File: config.mk
export PLATFORM = sky130hd
export DESIGN_NAME = cpuTop
export DESIGN_NICKNAME = d
export VERILOG_FILES = /design/src/cpu8Pkg.sv /design/src/ctrlBus.sv /design/src/alu.sv /design/src/controlUnit.sv /design/src/cpuTop.sv /design/src/datapath.sv /design/src/registerBank.sv
export VERILOG_INCLUDE_DIRS = /design/src
export SDC_FILE = /design/constraint.sdc
export NUM_CORES = 1
export LEC_CHECK = 0
export ABC_AREA = 1
export BUFFER_PORTS_ARGS = -buffer_cell sky130_fd_sc_hd__buf_4
export CAP_MARGIN = 10
export CORE_ASPECT_RATIO = 0.9
export CORE_MARGIN = 2
export CORE_UTILIZATION = 60
export DETAILED_ROUTE_END_ITERATION = 12
export HOLD_SLACK_MARGIN = 0.15
export PLACE_DENSITY = 0.82
export SLEW_MARGIN = 10
export SYNTH_ARGS = -nofsm -noshare
export SYNTH_HDL_FRONTEND = slang
export SYNTH_SLANG_ARGS = --single-unit
export TNS_END_PERCENT = 5
File: constraint.sdc
create_clock -name clock -period 5.8 [get_ports clock]
set_clock_uncertainty 0.1 [all_clocks]
set_input_delay 0.58 -clock clock [delete_from_list [all_inputs] [get_ports clock]]
set_output_delay 0.58 -clock clock [all_outputs]
set_load 0.01 [all_outputs]
File: src/cpu8_settings.svh
`ifndef CPU8_SETTINGS_SVH
`define CPU8_SETTINGS_SVH

// Datapath and memory byte width
`define DATA_WIDTH 8

// Two bytes per instruction, fetched low byte first
`define INSTR_WIDTH 16

// R1-R4
`define GP_REG_COUNT 4

// SP, AR and PC, in that index order
`define ADDR_REG_COUNT 3

`endif

File: src/cpu8Pkg.sv
package cpu8Pkg;

    typedef enum logic [3:0] {
        OP_AND  = 4'h0,
        OP_OR   = 4'h1,
        OP_NOT  = 4'h2,
        OP_ADD  = 4'h3,
        OP_SUB  = 4'h4,
        OP_LSR  = 4'h5,
        OP_LSL  = 4'h6,
        OP_INC  = 4'h7,
        OP_DEC  = 4'h8,
        OP_BRA  = 4'h9,
        OP_BNE  = 4'hA,
        OP_MOV  = 4'hB,
        OP_LD   = 4'hC,
        OP_ST   = 4'hD,
        OP_PULL = 4'hE, // Reserved, executes as no-op
        OP_PUSH = 4'hF  // Reserved, executes as no-op
    } opcodeT;

    typedef enum logic [3:0] {
        ALU_PASSA,
        ALU_PASSB,
        ALU_NOT,
        ALU_ADD,
        ALU_SUB,
        ALU_INC,
        ALU_DEC,
        ALU_AND,
        ALU_OR,
        ALU_LSL,
        ALU_LSR
    } aluFunT;

    // Bit 2 clear selects the general bank
    typedef enum logic [3:0] {
        REG_R1 = 4'd0,
        REG_R2 = 4'd1,
        REG_R3 = 4'd2,
        REG_R4 = 4'd3,
        REG_SP = 4'd4,
        REG_AR = 4'd5,
        REG_PC = 4'd6,
        REG_PC_ALT = 4'd7
    } regCodeT;

    typedef enum logic [1:0] {
        RES_ALU,
        RES_IMM, // Instruction low byte
        RES_MEM
    } resultSrcT;

endpackage

File: src/ctrlBus.sv
`timescale 1ns/1ps
`include "cpu8_settings.svh"

interface ctrlBus;
    import cpu8Pkg::*;

    logic irLoadLow;
    logic irLoadHigh;
    logic pcIncrement;
    logic useArAddress;
    logic arLoadAddress;
    regCodeT srcA;
    regCodeT srcB;
    aluFunT aluFun;
    resultSrcT resultSrc;
    regCodeT dstCode;
    logic dstWrite;
    logic flagWrite;

    logic [`INSTR_WIDTH-1:0] instr; // Feedback for decode
    logic zero;

    modport controller (
        output irLoadLow, irLoadHigh, pcIncrement, useArAddress, arLoadAddress,
        output srcA, srcB, aluFun, resultSrc, dstCode, dstWrite, flagWrite,
        input  instr, zero
    );

    modport datapath (
        input  irLoadLow, irLoadHigh, pcIncrement, useArAddress, arLoadAddress,
        input  srcA, srcB, aluFun, resultSrc, dstCode, dstWrite, flagWrite,
        output instr, zero
    );

endinterface

File: src/alu.sv
`timescale 1ns/1ps
`include "cpu8_settings.svh"

module alu (
    input  logic [`DATA_WIDTH-1:0] a,
    input  logic [`DATA_WIDTH-1:0] b,
    input  cpu8Pkg::aluFunT fun,
    output logic [`DATA_WIDTH-1:0] result,
    output logic zero
);
    import cpu8Pkg::*;

    always_comb begin
        case (fun)
            ALU_PASSA: begin
                result = a;
            end
            ALU_PASSB: begin
                result = b;
            end
            ALU_NOT: begin
                result = ~a;
            end
            ALU_ADD: begin
                result = a + b; // Carry dropped
            end
            ALU_SUB: begin
                result = a - b;
            end
            ALU_INC: begin
                result = a + 1'b1;
            end
            ALU_DEC: begin
                result = a - 1'b1;
            end
            ALU_AND: begin
                result = a & b;
            end
            ALU_OR: begin
                result = a | b;
            end
            ALU_LSL: begin
                result = a << 1;
            end
            ALU_LSR: begin
                result = a >> 1; // Zero fill
            end
            default: begin
                result = a;
            end
        endcase
    end

    assign zero = (result == '0);

endmodule

File: src/controlUnit.sv
`timescale 1ns/1ps

module controlUnit (
    input  logic clock,
    input  logic rstN,
    ctrlBus.controller bus,
    output logic memWrite
);
    import cpu8Pkg::*;

    logic [1:0] step;
    opcodeT opcode;
    regCodeT dstField;
    regCodeT src1Field;
    regCodeT src2Field;
    regCodeT regSelCode;
    logic directMode;

    function automatic aluFunT aluFunFor(opcodeT op);
        case (op)
            OP_AND:  return ALU_AND;
            OP_OR:   return ALU_OR;
            OP_NOT:  return ALU_NOT;
            OP_ADD:  return ALU_ADD;
            OP_SUB:  return ALU_SUB;
            OP_LSR:  return ALU_LSR;
            OP_LSL:  return ALU_LSL;
            OP_INC:  return ALU_INC;
            OP_DEC:  return ALU_DEC;
            default: return ALU_PASSA; // MOV
        endcase
    endfunction

    assign opcode = opcodeT'(bus.instr[15:12]);
    assign dstField = regCodeT'(bus.instr[11:8]);
    assign src1Field = regCodeT'(bus.instr[7:4]);
    assign src2Field = regCodeT'(bus.instr[3:0]);
    assign directMode = bus.instr[10];
    assign regSelCode = regCodeT'({2'b00, bus.instr[9:8]}); // Always R1-R4

    always_ff @(posedge clock or negedge rstN) begin
        if (!rstN) begin
            step <= 2'd0;
        end else begin
            step <= step + 2'd1; // Free running, wraps after T3
        end
    end

    always_comb begin
        bus.irLoadLow = 1'b0;
        bus.irLoadHigh = 1'b0;
        bus.pcIncrement = 1'b0;
        bus.useArAddress = 1'b0;
        bus.arLoadAddress = 1'b0;
        bus.srcA = REG_R1;
        bus.srcB = REG_R1; // General code keeps address port B on PC/AR
        bus.aluFun = ALU_PASSA;
        bus.resultSrc = RES_ALU;
        bus.dstCode = REG_R1;
        bus.dstWrite = 1'b0;
        bus.flagWrite = 1'b0;
        memWrite = 1'b0;

        case (step)
            2'd0: begin // Fetch low byte
                bus.irLoadLow = 1'b1;
                bus.pcIncrement = 1'b1;
            end
            2'd1: begin // Fetch high byte
                bus.irLoadHigh = 1'b1;
                bus.pcIncrement = 1'b1;
            end
            2'd2: begin
                case (opcode)
                    OP_AND, OP_OR, OP_NOT, OP_ADD, OP_SUB, OP_LSR, OP_LSL,
                    OP_INC, OP_DEC, OP_MOV: begin
                        bus.srcA = src1Field;
                        bus.srcB = src2Field;
                        bus.aluFun = aluFunFor(opcode);
                        bus.dstCode = dstField;
                        bus.dstWrite = 1'b1;
                        bus.flagWrite = 1'b1;
                    end
                    OP_BRA: begin
                        bus.resultSrc = RES_IMM;
                        bus.dstCode = REG_PC;
                        bus.dstWrite = 1'b1;
                    end
                    OP_BNE: begin
                        bus.resultSrc = RES_IMM;
                        bus.dstCode = REG_PC;
                        bus.dstWrite = !bus.zero; // Taken on flag clear
                    end
                    OP_LD: begin
                        bus.arLoadAddress = directMode;
                    end
                    OP_ST: begin
                        bus.arLoadAddress = 1'b1;
                    end
                    default: begin
                    end
                endcase
            end
            default: begin // T3
                case (opcode)
                    OP_LD: begin
                        bus.useArAddress = directMode;
                        bus.resultSrc = directMode ? RES_MEM : RES_IMM;
                        bus.dstCode = regSelCode;
                        bus.dstWrite = 1'b1;
                    end
                    OP_ST: begin
                        bus.useArAddress = 1'b1;
                        bus.srcB = regSelCode;
                        bus.aluFun = ALU_PASSB; // Register onto write data
                        memWrite = 1'b1;
                    end
                    default: begin
                    end
                endcase
            end
        endcase
    end

endmodule

File: src/cpuTop.sv
`timescale 1ns/1ps
`include "cpu8_settings.svh"

module cpuTop (
    input  logic clock,
    input  logic rstN,
    input  logic [`DATA_WIDTH-1:0] memReadData,
    output logic [`DATA_WIDTH-1:0] memAddress,
    output logic [`DATA_WIDTH-1:0] memWriteData,
    output logic memWrite
);

    ctrlBus bus ();

    controlUnit uControl (
        .clock(clock),
        .rstN(rstN),
        .bus(bus.controller),
        .memWrite(memWrite)
    );

    datapath uDatapath (
        .clock(clock),
        .rstN(rstN),
        .bus(bus.datapath),
        .memReadData(memReadData),
        .memAddress(memAddress),
        .memWriteData(memWriteData)
    );

endmodule

File: src/datapath.sv
`timescale 1ns/1ps
`include "cpu8_settings.svh"

module datapath (
    input  logic clock,
    input  logic rstN,
    ctrlBus.datapath bus,
    input  logic [`DATA_WIDTH-1:0] memReadData,
    output logic [`DATA_WIDTH-1:0] memAddress,
    output logic [`DATA_WIDTH-1:0] memWriteData
);
    import cpu8Pkg::*;

    localparam int gpIdxW = $clog2(`GP_REG_COUNT);
    localparam int addrIdxW = $clog2(`ADDR_REG_COUNT);
    localparam int arIndex = 1;
    localparam int pcIndex = 2;

    logic [`INSTR_WIDTH-1:0] instrReg;
    logic zeroFlag;
    logic [`DATA_WIDTH-1:0] gpReadA, gpReadB;
    logic [`DATA_WIDTH-1:0] addrReadA, addrReadB;
    logic [`DATA_WIDTH-1:0] aluA, aluB, aluResult;
    logic aluZero;
    logic [`DATA_WIDTH-1:0] writeData;
    logic gpWrite, addrWrite;
    logic [addrIdxW-1:0] addrWriteIndex, addrReadIndexB;
    logic [`DATA_WIDTH-1:0] addrWriteData;

    function automatic logic isGeneral(regCodeT code);
        return !code[2];
    endfunction

    function automatic logic [gpIdxW-1:0] gpIndex(regCodeT code);
        return gpIdxW'(code[1:0]);
    endfunction

    // SP, AR, PC; code 7 aliases PC
    function automatic logic [addrIdxW-1:0] addrIndex(regCodeT code);
        return (code[1:0] == 2'd3) ? addrIdxW'(pcIndex) : addrIdxW'(code[1:0]);
    endfunction

    always_ff @(posedge clock or negedge rstN) begin
        if (!rstN) begin
            instrReg <= '0;
            zeroFlag <= 1'b0;
        end else begin
            if (bus.irLoadLow) begin
                instrReg[7:0] <= memReadData;
            end
            if (bus.irLoadHigh) begin
                instrReg[15:8] <= memReadData;
            end
            if (bus.flagWrite) begin
                zeroFlag <= aluZero;
            end
        end
    end

    assign bus.instr = instrReg;
    assign bus.zero = zeroFlag;

    always_comb begin
        case (bus.resultSrc)
            RES_IMM: writeData = instrReg[7:0];
            RES_MEM: writeData = memReadData;
            default: writeData = aluResult;
        endcase
    end

    assign gpWrite = bus.dstWrite && isGeneral(bus.dstCode);
    assign addrWrite = bus.arLoadAddress || (bus.dstWrite && !isGeneral(bus.dstCode));
    assign addrWriteIndex = bus.arLoadAddress ? addrIdxW'(arIndex) : addrIndex(bus.dstCode);
    assign addrWriteData = bus.arLoadAddress ? instrReg[7:0] : writeData;

    // Port B also serves the memory address while srcB is a general code
    assign addrReadIndexB = !isGeneral(bus.srcB) ? addrIndex(bus.srcB) :
                            bus.useArAddress ? addrIdxW'(arIndex) : addrIdxW'(pcIndex);

    registerBank #(.regCount(`GP_REG_COUNT), .incrementIndex(`GP_REG_COUNT)) uGpBank (
        .clock(clock), .rstN(rstN),
        .writeIndex(gpIndex(bus.dstCode)), .write(gpWrite), .writeData(writeData),
        .increment(1'b0),
        .readIndexA(gpIndex(bus.srcA)), .readIndexB(gpIndex(bus.srcB)),
        .readDataA(gpReadA), .readDataB(gpReadB)
    );

    registerBank #(.regCount(`ADDR_REG_COUNT), .incrementIndex(pcIndex)) uAddrBank (
        .clock(clock), .rstN(rstN),
        .writeIndex(addrWriteIndex), .write(addrWrite), .writeData(addrWriteData),
        .increment(bus.pcIncrement),
        .readIndexA(addrIndex(bus.srcA)), .readIndexB(addrReadIndexB),
        .readDataA(addrReadA), .readDataB(addrReadB)
    );

    assign aluA = isGeneral(bus.srcA) ? gpReadA : addrReadA;
    assign aluB = isGeneral(bus.srcB) ? gpReadB : addrReadB;

    alu uAlu (.a(aluA), .b(aluB), .fun(bus.aluFun), .result(aluResult), .zero(aluZero));

    assign memAddress = addrReadB;
    assign memWriteData = aluResult;

endmodule

File: src/registerBank.sv
`timescale 1ns/1ps
`include "cpu8_settings.svh"

module registerBank #(
    parameter int unsigned regCount = 4,
    parameter int unsigned incrementIndex = 4
) (
    input  logic clock,
    input  logic rstN,
    input  logic [$clog2(regCount)-1:0] writeIndex,
    input  logic write,
    input  logic [`DATA_WIDTH-1:0] writeData,
    input  logic increment,
    input  logic [$clog2(regCount)-1:0] readIndexA,
    input  logic [$clog2(regCount)-1:0] readIndexB,
    output logic [`DATA_WIDTH-1:0] readDataA,
    output logic [`DATA_WIDTH-1:0] readDataB
);
    localparam int idxW = $clog2(regCount);

    logic [`DATA_WIDTH-1:0] regs [regCount];

    always_ff @(posedge clock or negedge rstN) begin
        if (!rstN) begin
            for (int i = 0; i < regCount; i++) begin
                regs[i] <= '0;
            end
        end else begin
            for (int i = 0; i < regCount; i++) begin
                if (write && writeIndex == idxW'(i)) begin
                    regs[i] <= writeData; // Load wins over count
                end else if (increment && i == incrementIndex) begin
                    regs[i] <= regs[i] + 1'b1;
                end
            end
        end
    end

    // Unpopulated indices read as zero
    assign readDataA = (readIndexA < regCount) ? regs[readIndexA] : '0;
    assign readDataB = (readIndexB < regCount) ? regs[readIndexB] : '0;

endmodule
==> results.yml, run 1 <==
global_routing:
  grt.busiest_layer: "met2"
  grt_max_degree: 75
  grt_pass1_wl_mm: 31.3
  grt_overflow: 0
  grt_usage_pct: 38.8
  met2_usage_pct: 61.1
  antenna_found_initial: 0
  grt_pass1_vias: 5832
  met3_usage_pct: 8.08
  use_met1_pct: 54.2
drt:
  wl_mm: 20.3
  dr.pass1.iters: 6
  ant_nets: 0
  num_vias: 6579
  drtIter0Drc: 922
  wl_per_cell_um: 19.3
  drc: 0
  vias_per_cell: 6.25
synthesis:
  syn_nets: 907
  yosys.area.top_type_share_pct: 31.6
  ys_seq_area_share_pct: 31.6
  yosysWarnings: 0
  ys_ff_latch: 74
  synthXorXnorAreaFrac_pct: 1.05
  synth-simple-area-share_pct: 32.7
  synth_mux_area_share_pct: 0
  mappedNetlistArea_mm2: 0.00586
  ys_top_cells_by_area: "dfrtp_1 (32%), nand2_1 (15%), o21ai_0 (9.6%), inv_1 (6.4%), nand3_1 (5.7%)"
  yosys.area.top_type: "dfrtp_1"
  synth_cells: 875
  synth_area_per_cell_um2: 6.70
  synth-compound-area-share_pct: 21.1
  yosysUniqueCellTypes: 50
  synth_edf_count: 0
  synthFlopType: "dfrtp_1"
  synth_top_family_by_area: "simple AND/OR/NAND/NOR gates"
  synth-adder-area-share_pct: 4.82
  ys_async_sr_fraction_pct: 100
worst_setup_path:
  crit_path_start_kind: "flop"
  reg2reg_depth: 29
  critical_path.slowest_cell: "o21ai_0"
  crit_path_end_kind: "output port"
  critPathRequiredTime_ns: 5.12
  crit_start: "uDatapath.bus.instr[12]"
  crit_arrival_ns: 4.84
  r2r-end: "uDatapath.uAddrBank.regs[22]"
  worst_path_most_repeated_cell: "nor2_1"
  r2r_start: "uDatapath.bus.instr[12]"
  critPathKind: "reg -> out"
  path_max_fanout: 11
  critPathMaxStageDelay_ns: 0.52
  rrSetupSlack_ns: 0.61
clock_tree:
  hold_buffers: 0
  clk_latency_ns: 0.38
  cts.sinks: 74
  cts_tree: "yes"
  clkSlewWorstSetupHoldPaths_ns: 0.10
  numCtsBuffers: 9
  cts_buffer_depth: 2
  cts_max_level: 3
  cts_root_buffer: "clkbuf_8"
finish:
  syn2layout_area_growth_pct: 13.4
  fillers: 801
  regArea_mm2: 0.00185
  antennaDiodeCount: 0
  multi_input_area_mm2: 0.00362
  final_nets: 954
  layout-drive-gt1-share_pct: 15.2
sta:
  drv_slew: 0
  fin_setup_tns_ns: 0
  fmax_mhz: 181
  hold_viol: 0
  setup-violations-final: 0
  period_share_pct: 95.2
  min_period_ns: 5.52
  worst_pin_slew_ns: 0.950
  relSlewSlack_pct: 36.7
  fin_ws_ns: 0.280
  rsz0062_at_grt: "no"
job:
  cap_violations: 0
floorplan:
  core_mm2: 0.00957
  rows: 34
  start_util_pct: 61.3
  die_y_um: 97.8
  ios: 27
  dieArea_mm2: 0.0106
  die_w_um: 108
status:
  status: "completed"
placed_design:
  io_buffers: 26
  post-place-ws_ns: 0.465
  gp_congestion: 0.980
  dpl.hpwl_mm: 15.3
hold_path:
  hold_path_class: "in -> async"
pwr:
  peakVddDrop_mv: 0.388
  powerDensity_mw_per_mm2: 397
  p_leak_nw: 3.28
Yosys cell counts, types with 6 or more instances:
| cell | n |
|---|---|
| nand2_1 | 242 |
| o21ai_0 | 113 |
| inv_1 | 100 |
| dfrtp_1 | 74 |
| nand3_1 | 67 |
| nor2_1 | 64 |
| a21oi_1 | 36 |
| ha_1 | 21 |
| nand2_2 | 15 |
| o211ai_1 | 15 |
| o21ai_1 | 13 |
| nand4_1 | 9 |
| inv_2 | 7 |
| a31oi_1 | 6 |
| nor2_4 | 6 |
| o22ai_1 | 6 |
kinds of logic (layout without fill, tap and decap cells):
family                   count (synthesis)  in the layout
AO/OA/AOI/OAI                          215            215
XOR/XNOR                                 7              7
adder cells (fa/ha/maj)                 22             22
buffers and inverters                  128            179
flip-flops                              74             74
AND/OR/NAND/NOR                        429            430
how the worst max path moves through the flow:
| stage | to | depth (start not counted) |
|---|---|---|
| after floorplan | memWriteData[7] | 36 |
| after CTS | memWriteData[7] | 35 |
| after detailed placement | memWriteData[7] | 32 |
| final | memWriteData[6] | 26 |
| after global placement | memWriteData[7] | 32 |
| after global routing | memWriteData[7] | 37 |
power by group:
| part | switching [W] | leakage (nW) | internal (W) |
|---|---|---|---|
| clock | 0.000231 | 0.0988 | 0.000206 |
| combinational | 0.000846 | 2.33 | 0.000520 |
| sequential | 0.000164 | 0.848 | 0.000673 |
| total | 0.00124 | 3.28 | 0.00140 |
per-stage QoR:
stage / hold slack [ns] / std cells / total power, W / instance area, um2 / utilization [%]
floorplan: 0.184 / 875 / 0.00167 / 5860 / -
global placement: 0.369 / 1014 / 0.00206 / 6160 / 64.4
detailed placement: 0.377 / 1014 / 0.00211 / 6160 / 64.4
CTS: 0.265 / 1030 / 0.00255 / 6370 / 66.5
global route: 0.312 / 1053 / 0.00282 / 6650 / 69.5
finish: 0.224 / 1053 / 0.00264 / 6650 / 69.5
area by class of cell:
type                       count  area share [%]
tap                          126            2.37
clock buffer                   9            1.86
clock inverter                 7            1.24
multi-input combinational    674            54.4
inverter                     109            6.19
sequential                    74            27.8
timing repair buffer          54            6.09
worst max-delay path, delay by kind of cell, from the launching register on:
kind	cells	cell delay, ns
adders and majority gates	3	0.62
AOI/OAI and AO/OA	6	1.15
and+or+nand+nor	12	1.43
buffers and inverters	4	0.65
xor gates and xnor gates	1	0.14
DFF	1	0.44
flip-flops by register name, summed over array words and instances (netlist names):
| name | cells |
|---|---|
| uDatapath.uAddrBank.regs | 24 |
| uDatapath.uGpBank.regs | 32 |
| uDatapath.bus.instr | 15 |
| uControl.step | 2 |
| uDatapath.bus.zero | 1 |
timing repair:
action | 4_1_cts | 5_1_grt
gates resized for setup | 0 | 25
setup endpoints to repair | 0 | 5
setup buffers | 0 | 22
per-layer routing:
layer  share of wire, %  wire length, um
met1                 40             8040
met2                 46             9260
met3                 11             2300
met4                3.5              710
met5                  0                0
cells in the final DEF (no fill, tap or decap), types with 3 or more instances in the layout:
master    synthesis  routed
or2_2             4       4
nor2_2            4       4
nand4_1           9       9
o211ai_1         15      15
nand3_1          67      66
nand2_2          15      16
nand3_2           3       3
nand2_4           4       5
buf_4             2      54
a21oi_2           0       4
inv_2             7       8
inv_6             0       3
a31oi_1           6       6
o21ai_2           5       6
o21ai_0         113     111
dfrtp_1          74      74
nand3_4           2       3
nor2_4            6       7
o22ai_1           6       6
inv_1           100      98
nor2_1           64      63
nor3_1            5       5
a32o_1            4       4
ha_1             21      17
a22oi_1           3       3
nand2_1         242     240
xnor2_1           3       3
o21ai_1          13      14
xor2_1            4       4
clkbuf_8          0       9
a21oi_1          36      32
Note: power is estimated with default switching activity, not from simulation.
==> run 2, diff against run 1 <==
--- a/config.mk
+++ b/config.mk
@@ -18,5 +18,6 @@
 export SLEW_MARGIN = 10
 export SYNTH_ARGS = -nofsm -noshare
 export SYNTH_HDL_FRONTEND = slang
+export SYNTH_HIERARCHICAL = 1
 export SYNTH_SLANG_ARGS = --single-unit
 export TNS_END_PERCENT = 5
==> results.yml, run 2 <==
finish:
  syn2layout_area_growth_pct: 10.0
  fillers: 981
  final_nets: 1046
  antennaDiodeCount: 0
  layout-drive-gt1-share_pct: 15.3
  largest_reg_flops: 32
  final_common_cell: "nand2_1"
  top_register: "uDatapath/uGpBank/regs"
  layout_common_cells: "nand2_1 (325), inv_1 (137), nand3_1 (112)"
  finalCoreUtilization_pct: 67.1
synthesis:
  mappedNetlistArea_mm2: 0.00651
  yosysWarnings: 6
  synth_cells: 990
  syn_nets: 1020
  synth_area_per_cell_um2: 6.57
worst_setup_path:
  critical_path.slowest_cell: "dfrtp_1"
  crit_arrival_ns: 4.82
  rrSetupSlack_ns: 0.69
  critPathMaxStageDelay_ns: 0.40
  critPathKind: "reg -> out"
  cp.depth: 34
  crit_path_start_kind: "flop"
  path_max_fanout: 17
  crit_path_end_kind: "output port"
  critPathRequiredTime_ns: 5.12
  reg2reg_depth: 38
  critPathTopFamily: "simple AND/OR/NAND/NOR gates"
  r2r_start: "uDatapath/bus.instr[13]"
  r2r-end: "uDatapath/uGpBank/regs[15]"
  crit_buf_inv: 9
  worst_path_most_repeated_cell: "nand2_1"
placed_design:
  gp_congestion: 1.02
  post-place-ws_ns: 0.280
  dpl.hpwl_mm: 14.3
  io_buffers: 26
clock_tree:
  cts_buffer_depth: 2
  cts.sinks: 74
  cts_max_level: 3
  clk_latency_ns: 0.35
  cts_root_buffer: "clkbuf_16"
  numCtsBuffers: 9
  cts_tree: "yes"
  clkSlewWorstSetupHoldPaths_ns: 0.06
drt:
  dr.pass1.iters: 8
  met1Wirelength_mm: 8.23
  wl_met2_mm: 8.52
  wl_met3_mm: 1.85
  wl_per_cell_um: 16.4
  vias_per_cell: 5.79
  drc: 0
  top_layer: "met4"
  drtIter0Drc: 807
  wl_mm: 19.0
  ant_nets: 0
  num_vias: 6681
global_routing:
  grt_max_degree: 75
  grt_pass1_wl_mm: 30.3
  grt_usage_pct: 33.3
  grt_overflow: 0
  grt_pass1_vias: 5819
  antenna_found_initial: 0
floorplan:
  die_w_um: 114
  rows: 36
  die_y_um: 103
  ios: 27
  start_util_pct: 60.9
  dieArea_mm2: 0.0117
  core_mm2: 0.0107
sta:
  worst_pin_slew_ns: 0.921
  period_share_pct: 94.9
  fmax_mhz: 182
  setup-violations-final: 0
  hold_viol: 0
  min_period_ns: 5.50
  relSlewSlack_pct: 38.6
  fin_ws_ns: 0.297
  drv_slew: 0
status:
  status: "completed"
hold_path:
  hold_path_class: "in -> async"
pwr:
  p_leak_nw: 3.79
  peakVddDrop_mv: 0.270
  powerDensity_mw_per_mm2: 416
job:
  cap_violations: 0
## run 2: changes by cell type in the layout (fill, tap and decap cells not counted), moves of 14 or more
cell      before  now
nand2_1      240  325
o21ai_0      111   38
nand3_1       66  112
inv_1         98  137
mux2_2         0   24
a21oi_1       32   11
nand4_1        9   25
o211ai_1      15    0
o21bai_1       2   16
## run 2: worst max path at each step
| stage | from | end | slack (ns) |
|---|---|---|---|
| final | uDatapath/bus.instr[13] | memWriteData[7] | 0.30 |
| after global routing | uDatapath/bus.instr[13] | memWriteData[7] | -0.0004 |
| after CTS | uDatapath/bus.instr[13] | memWriteData[7] | 0.04 |
| after detailed placement | uDatapath/bus.instr[13] | memWriteData[7] | 0.28 |
| after global placement | uDatapath/bus.instr[13] | memWriteData[7] | 0.52 |
| after floorplan | uDatapath/bus.instr[13] | memWriteData[7] | 0.67 |
## run 2: cell type report
class	instances	area [um2]	share of cell area, %
multi-input cells	738	3950	55.1
well taps	133	166	2.32
clock buffers	11	243	3.39
repair buffers	43	327	4.56
clock inverters	4	52.6	0.734
inverters	150	571	7.97
flip-flops and latches	74	1850	25.9
## run 2: what timing repair did
item | in CTS | in global routing
pin swaps | 0 | 4
setup buffers | 0 | 6
setup endpoints to repair | 1 | 19
hold buffers | 0 | 0
resized for setup | 4 | 21
hold endpoints to repair | 0 | 0
## run 2: where the power goes
part           internal, W  leakage (nW)  switching, W
Sequential        0.000686         0.863      0.000136
Combinational     0.000584          2.79       0.00101
Clock             0.000342         0.134      0.000215
## run 2: layer usage
layer	vias to the layer above	GRT usage, %
met3	36	7.11
li1	3209	-
met1	3083	47.8
met4	0	7.88
met2	353	51.9
met5	-	0
## run 2: through the flow
step / setup TNS (ns) / total power (W) / instances / instance area (um2) / hold WS [ns]
after floorplan: 0 / 0.00185 / 990 / 6510 / 0.184
after global routing: -0.000394 / 0.00322 / 1153 / 7160 / 0.364
after CTS: 0 / 0.00289 / 1147 / 7050 / 0.299
after global placement: 0 / 0.00230 / 1132 / 6740 / 0.354
after detailed placement: 0 / 0.00232 / 1132 / 6740 / 0.359
final: 0 / 0.00298 / 1153 / 7160 / 0.279
==> run 3, diff against run 2 <==
==> constraint.sdc (replaced) <==
create_clock -name clock -period 5.8 [get_ports clock]
set_clock_uncertainty 0.1 [all_clocks]
set_input_delay 1.74 -clock clock [delete_from_list [all_inputs] [get_ports clock]]
set_output_delay 1.74 -clock clock [all_outputs]
set_load 0.01 [all_outputs]
==> results.yml, run 3 (synthesis gave the netlist of run 2 again) <==
status:
  status: "finished, violations left"
  violations: "DRC, setup timing"
sta:
  setup-violations-final: 7
  period_share_pct: 106
  fin_ws_ns: -0.322
  fin_setup_tns_ns: -1.32
  rsz0062_at_grt: "yes"
  holdWs_ns: 0.374
  hold_viol: 0
  min_period_ns: 6.12
  worst_pin_slew_ns: 1.13
  fmax_mhz: 163
  relSlewSlack_pct: 24.4
  drv_slew: 0
worst_setup_path:
  r2r_start: "uDatapath/bus.instr[13]"
  critical_path.slowest_cell: "dfrtp_2"
  critPathKind: "reg -> out"
  critPathMaxStageDelay_ns: 0.45
  path_max_fanout: 6
  crit_path_start_kind: "flop"
  critPathRequiredTime_ns: 3.96
  rrSetupSlack_ns: 0.86
  crit_arrival_ns: 4.28
  crit_path_end_kind: "output port"
  r2r-end: "uDatapath/uGpBank/regs[15]"
  reg2reg_depth: 42
floorplan:
  die_w_um: 114
  die_y_um: 103
  ios: 27
  core_mm2: 0.0107
  dieArea_mm2: 0.0117
  start_util_pct: 60.9
  rows: 36
global_routing:
  antenna_found_initial: 0
  grt_overflow: 0
  grt_max_degree: 75
  grt_pass1_vias: 6337
  grt_pass1_wl_mm: 32.4
  grt_usage_pct: 35.7
placed_design:
  gp_congestion: 1.06
  post-place-ws_ns: -0.157
  dpl.cell_count: 1192
  io_buffers: 26
  dpl.hpwl_mm: 15.1
drt:
  wl_mm: 20.2
  num_vias: 6925
  vias_per_cell: 5.69
  drc: 1
  drtIter0Drc: 805
  dr.pass1.iters: 10
  ant_nets: 0
  wl_per_cell_um: 16.6
finish:
  final_nets: 1110
  fillers: 868
  top_register: "uDatapath/uGpBank/regs"
  instances_no_fill: 1218
  layout-drive-gt1-share_pct: 23.3
  largest_reg_flops: 32
  syn2layout_area_growth_pct: 21.3
  antennaDiodeCount: 0
  final_common_cell: "nand2_1"
  layout_common_cells: "nand2_1 (322), inv_1 (129), nand3_1 (106)"
clock_tree:
  clk_latency_ns: 0.35
  clkSlewWorstSetupHoldPaths_ns: 0.06
  cts_buffer_depth: 2
  cts.sinks: 74
  cts_root_buffer: "clkbuf_16"
  cts_max_level: 3
  numCtsBuffers: 9
  cts_tree: "yes"
hold_path:
  hold_path_class: "reg -> reg"
  hp-start: "uDatapath/uGpBank/regs[23]"
  hold_end: "uDatapath/uGpBank/regs[23]"
  holdPathStages: 2
pwr:
  powerDensity_mw_per_mm2: 422
  peakVddDrop_mv: 0.280
  p_leak_nw: 4.17
  totalPowerFinal_w: 0.00333
job:
  cap_violations: 0
[run 3: changes by cell type in the layout (fill, tap and decap cells not counted), sizes merged]
| cell | change |
|---|---|
| buf | +64 |
| clkbuf | -1 |
| clkinvlp | -3 |
| clkinv | +2 |
| inv | +2 |
| bufinv | +1 |
[run 3: stage by stage]
stage	util, %	area [um2]
6_report	73.9	7890
5_1_grt	73.9	7890
4_1_cts	73.1	7800
3_5_place_dp	68.0	7250
3_3_place_gp	68.0	7250
2_1_floorplan	-	6570
[run 3: how the worst max path moves through the flow]
stage | startpoint | endpoint | slack, ns | cells after the start
2_1_floorplan | uDatapath/bus.instr[13] | memWriteData[7] | -0.08 | 36
3_3_place_gp | uDatapath/bus.instr[13] | memWriteData[7] | -0.01 | 36
3_5_place_dp | uDatapath/bus.instr[13] | memWriteData[7] | -0.16 | 35
4_1_cts | uDatapath/bus.instr[13] | memWriteData[7] | -0.33 | 35
5_1_grt | uDatapath/bus.instr[13] | memWriteData[7] | -0.56 | 36
6_report | uDatapath/bus.instr[13] | memWriteData[7] | -0.32 | 36
[run 3: power by group]
| group | internal, W | switching, W |
|---|---|---|
| registers | 0.000686 | 0.000147 |
| logic | 0.000808 | 0.00109 |
| clock network | 0.000378 | 0.000226 |
| total | 0.00187 | 0.00146 |
[run 3: layout make-up]
cell class              instances  area [um2]  share of cell area (%)
well taps                     133         166                    2.11
repair buffers                107         815                    10.3
flip-flops and latches         74        1850                    23.5
inverters                     150         591                    7.48
clock inverters                 6        90.1                    1.14
clock buffers                  10         229                    2.90
multi-input cells             738        4150                    52.5
[run 3: layer usage]
| metal | global-route usage, % | share of wire (%) |
|---|---|---|
| met1 | 46.8 | 42 |
| met4 | 17.6 | 4.6 |
| met3 | 7.47 | 8.7 |
| met2 | 56.8 | 45 |
| met5 | 0 | 0 |
[run 3: repair_timing]
| action | in CTS | in global routing |
|---|---|---|
| gates resized for setup | 43 | 21 |
| endpoints found under the hold margin | 0 | 0 |
| setup buffers | 9 | 1 |
| setup endpoints to repair | 7 | 8 |
| hold buffers | 0 | 0 |
| pin swaps | 19 | 16 |
[run 3: worst max-delay path: cells and delay by family, from the launching register on]
| kind | cells | cell delay (ns) |
|---|---|---|
| AOI/OAI and AO/OA | 4 | 0.42 |
| xor gates and xnor gates | 1 | 0.14 |
| adders and majority gates | 3 | 0.56 |
| buffers and inverters | 9 | 0.76 |
| DFF | 1 | 0.45 |
| muxes | 1 | 0.28 |
| and+or+nand+nor | 18 | 1.29 |
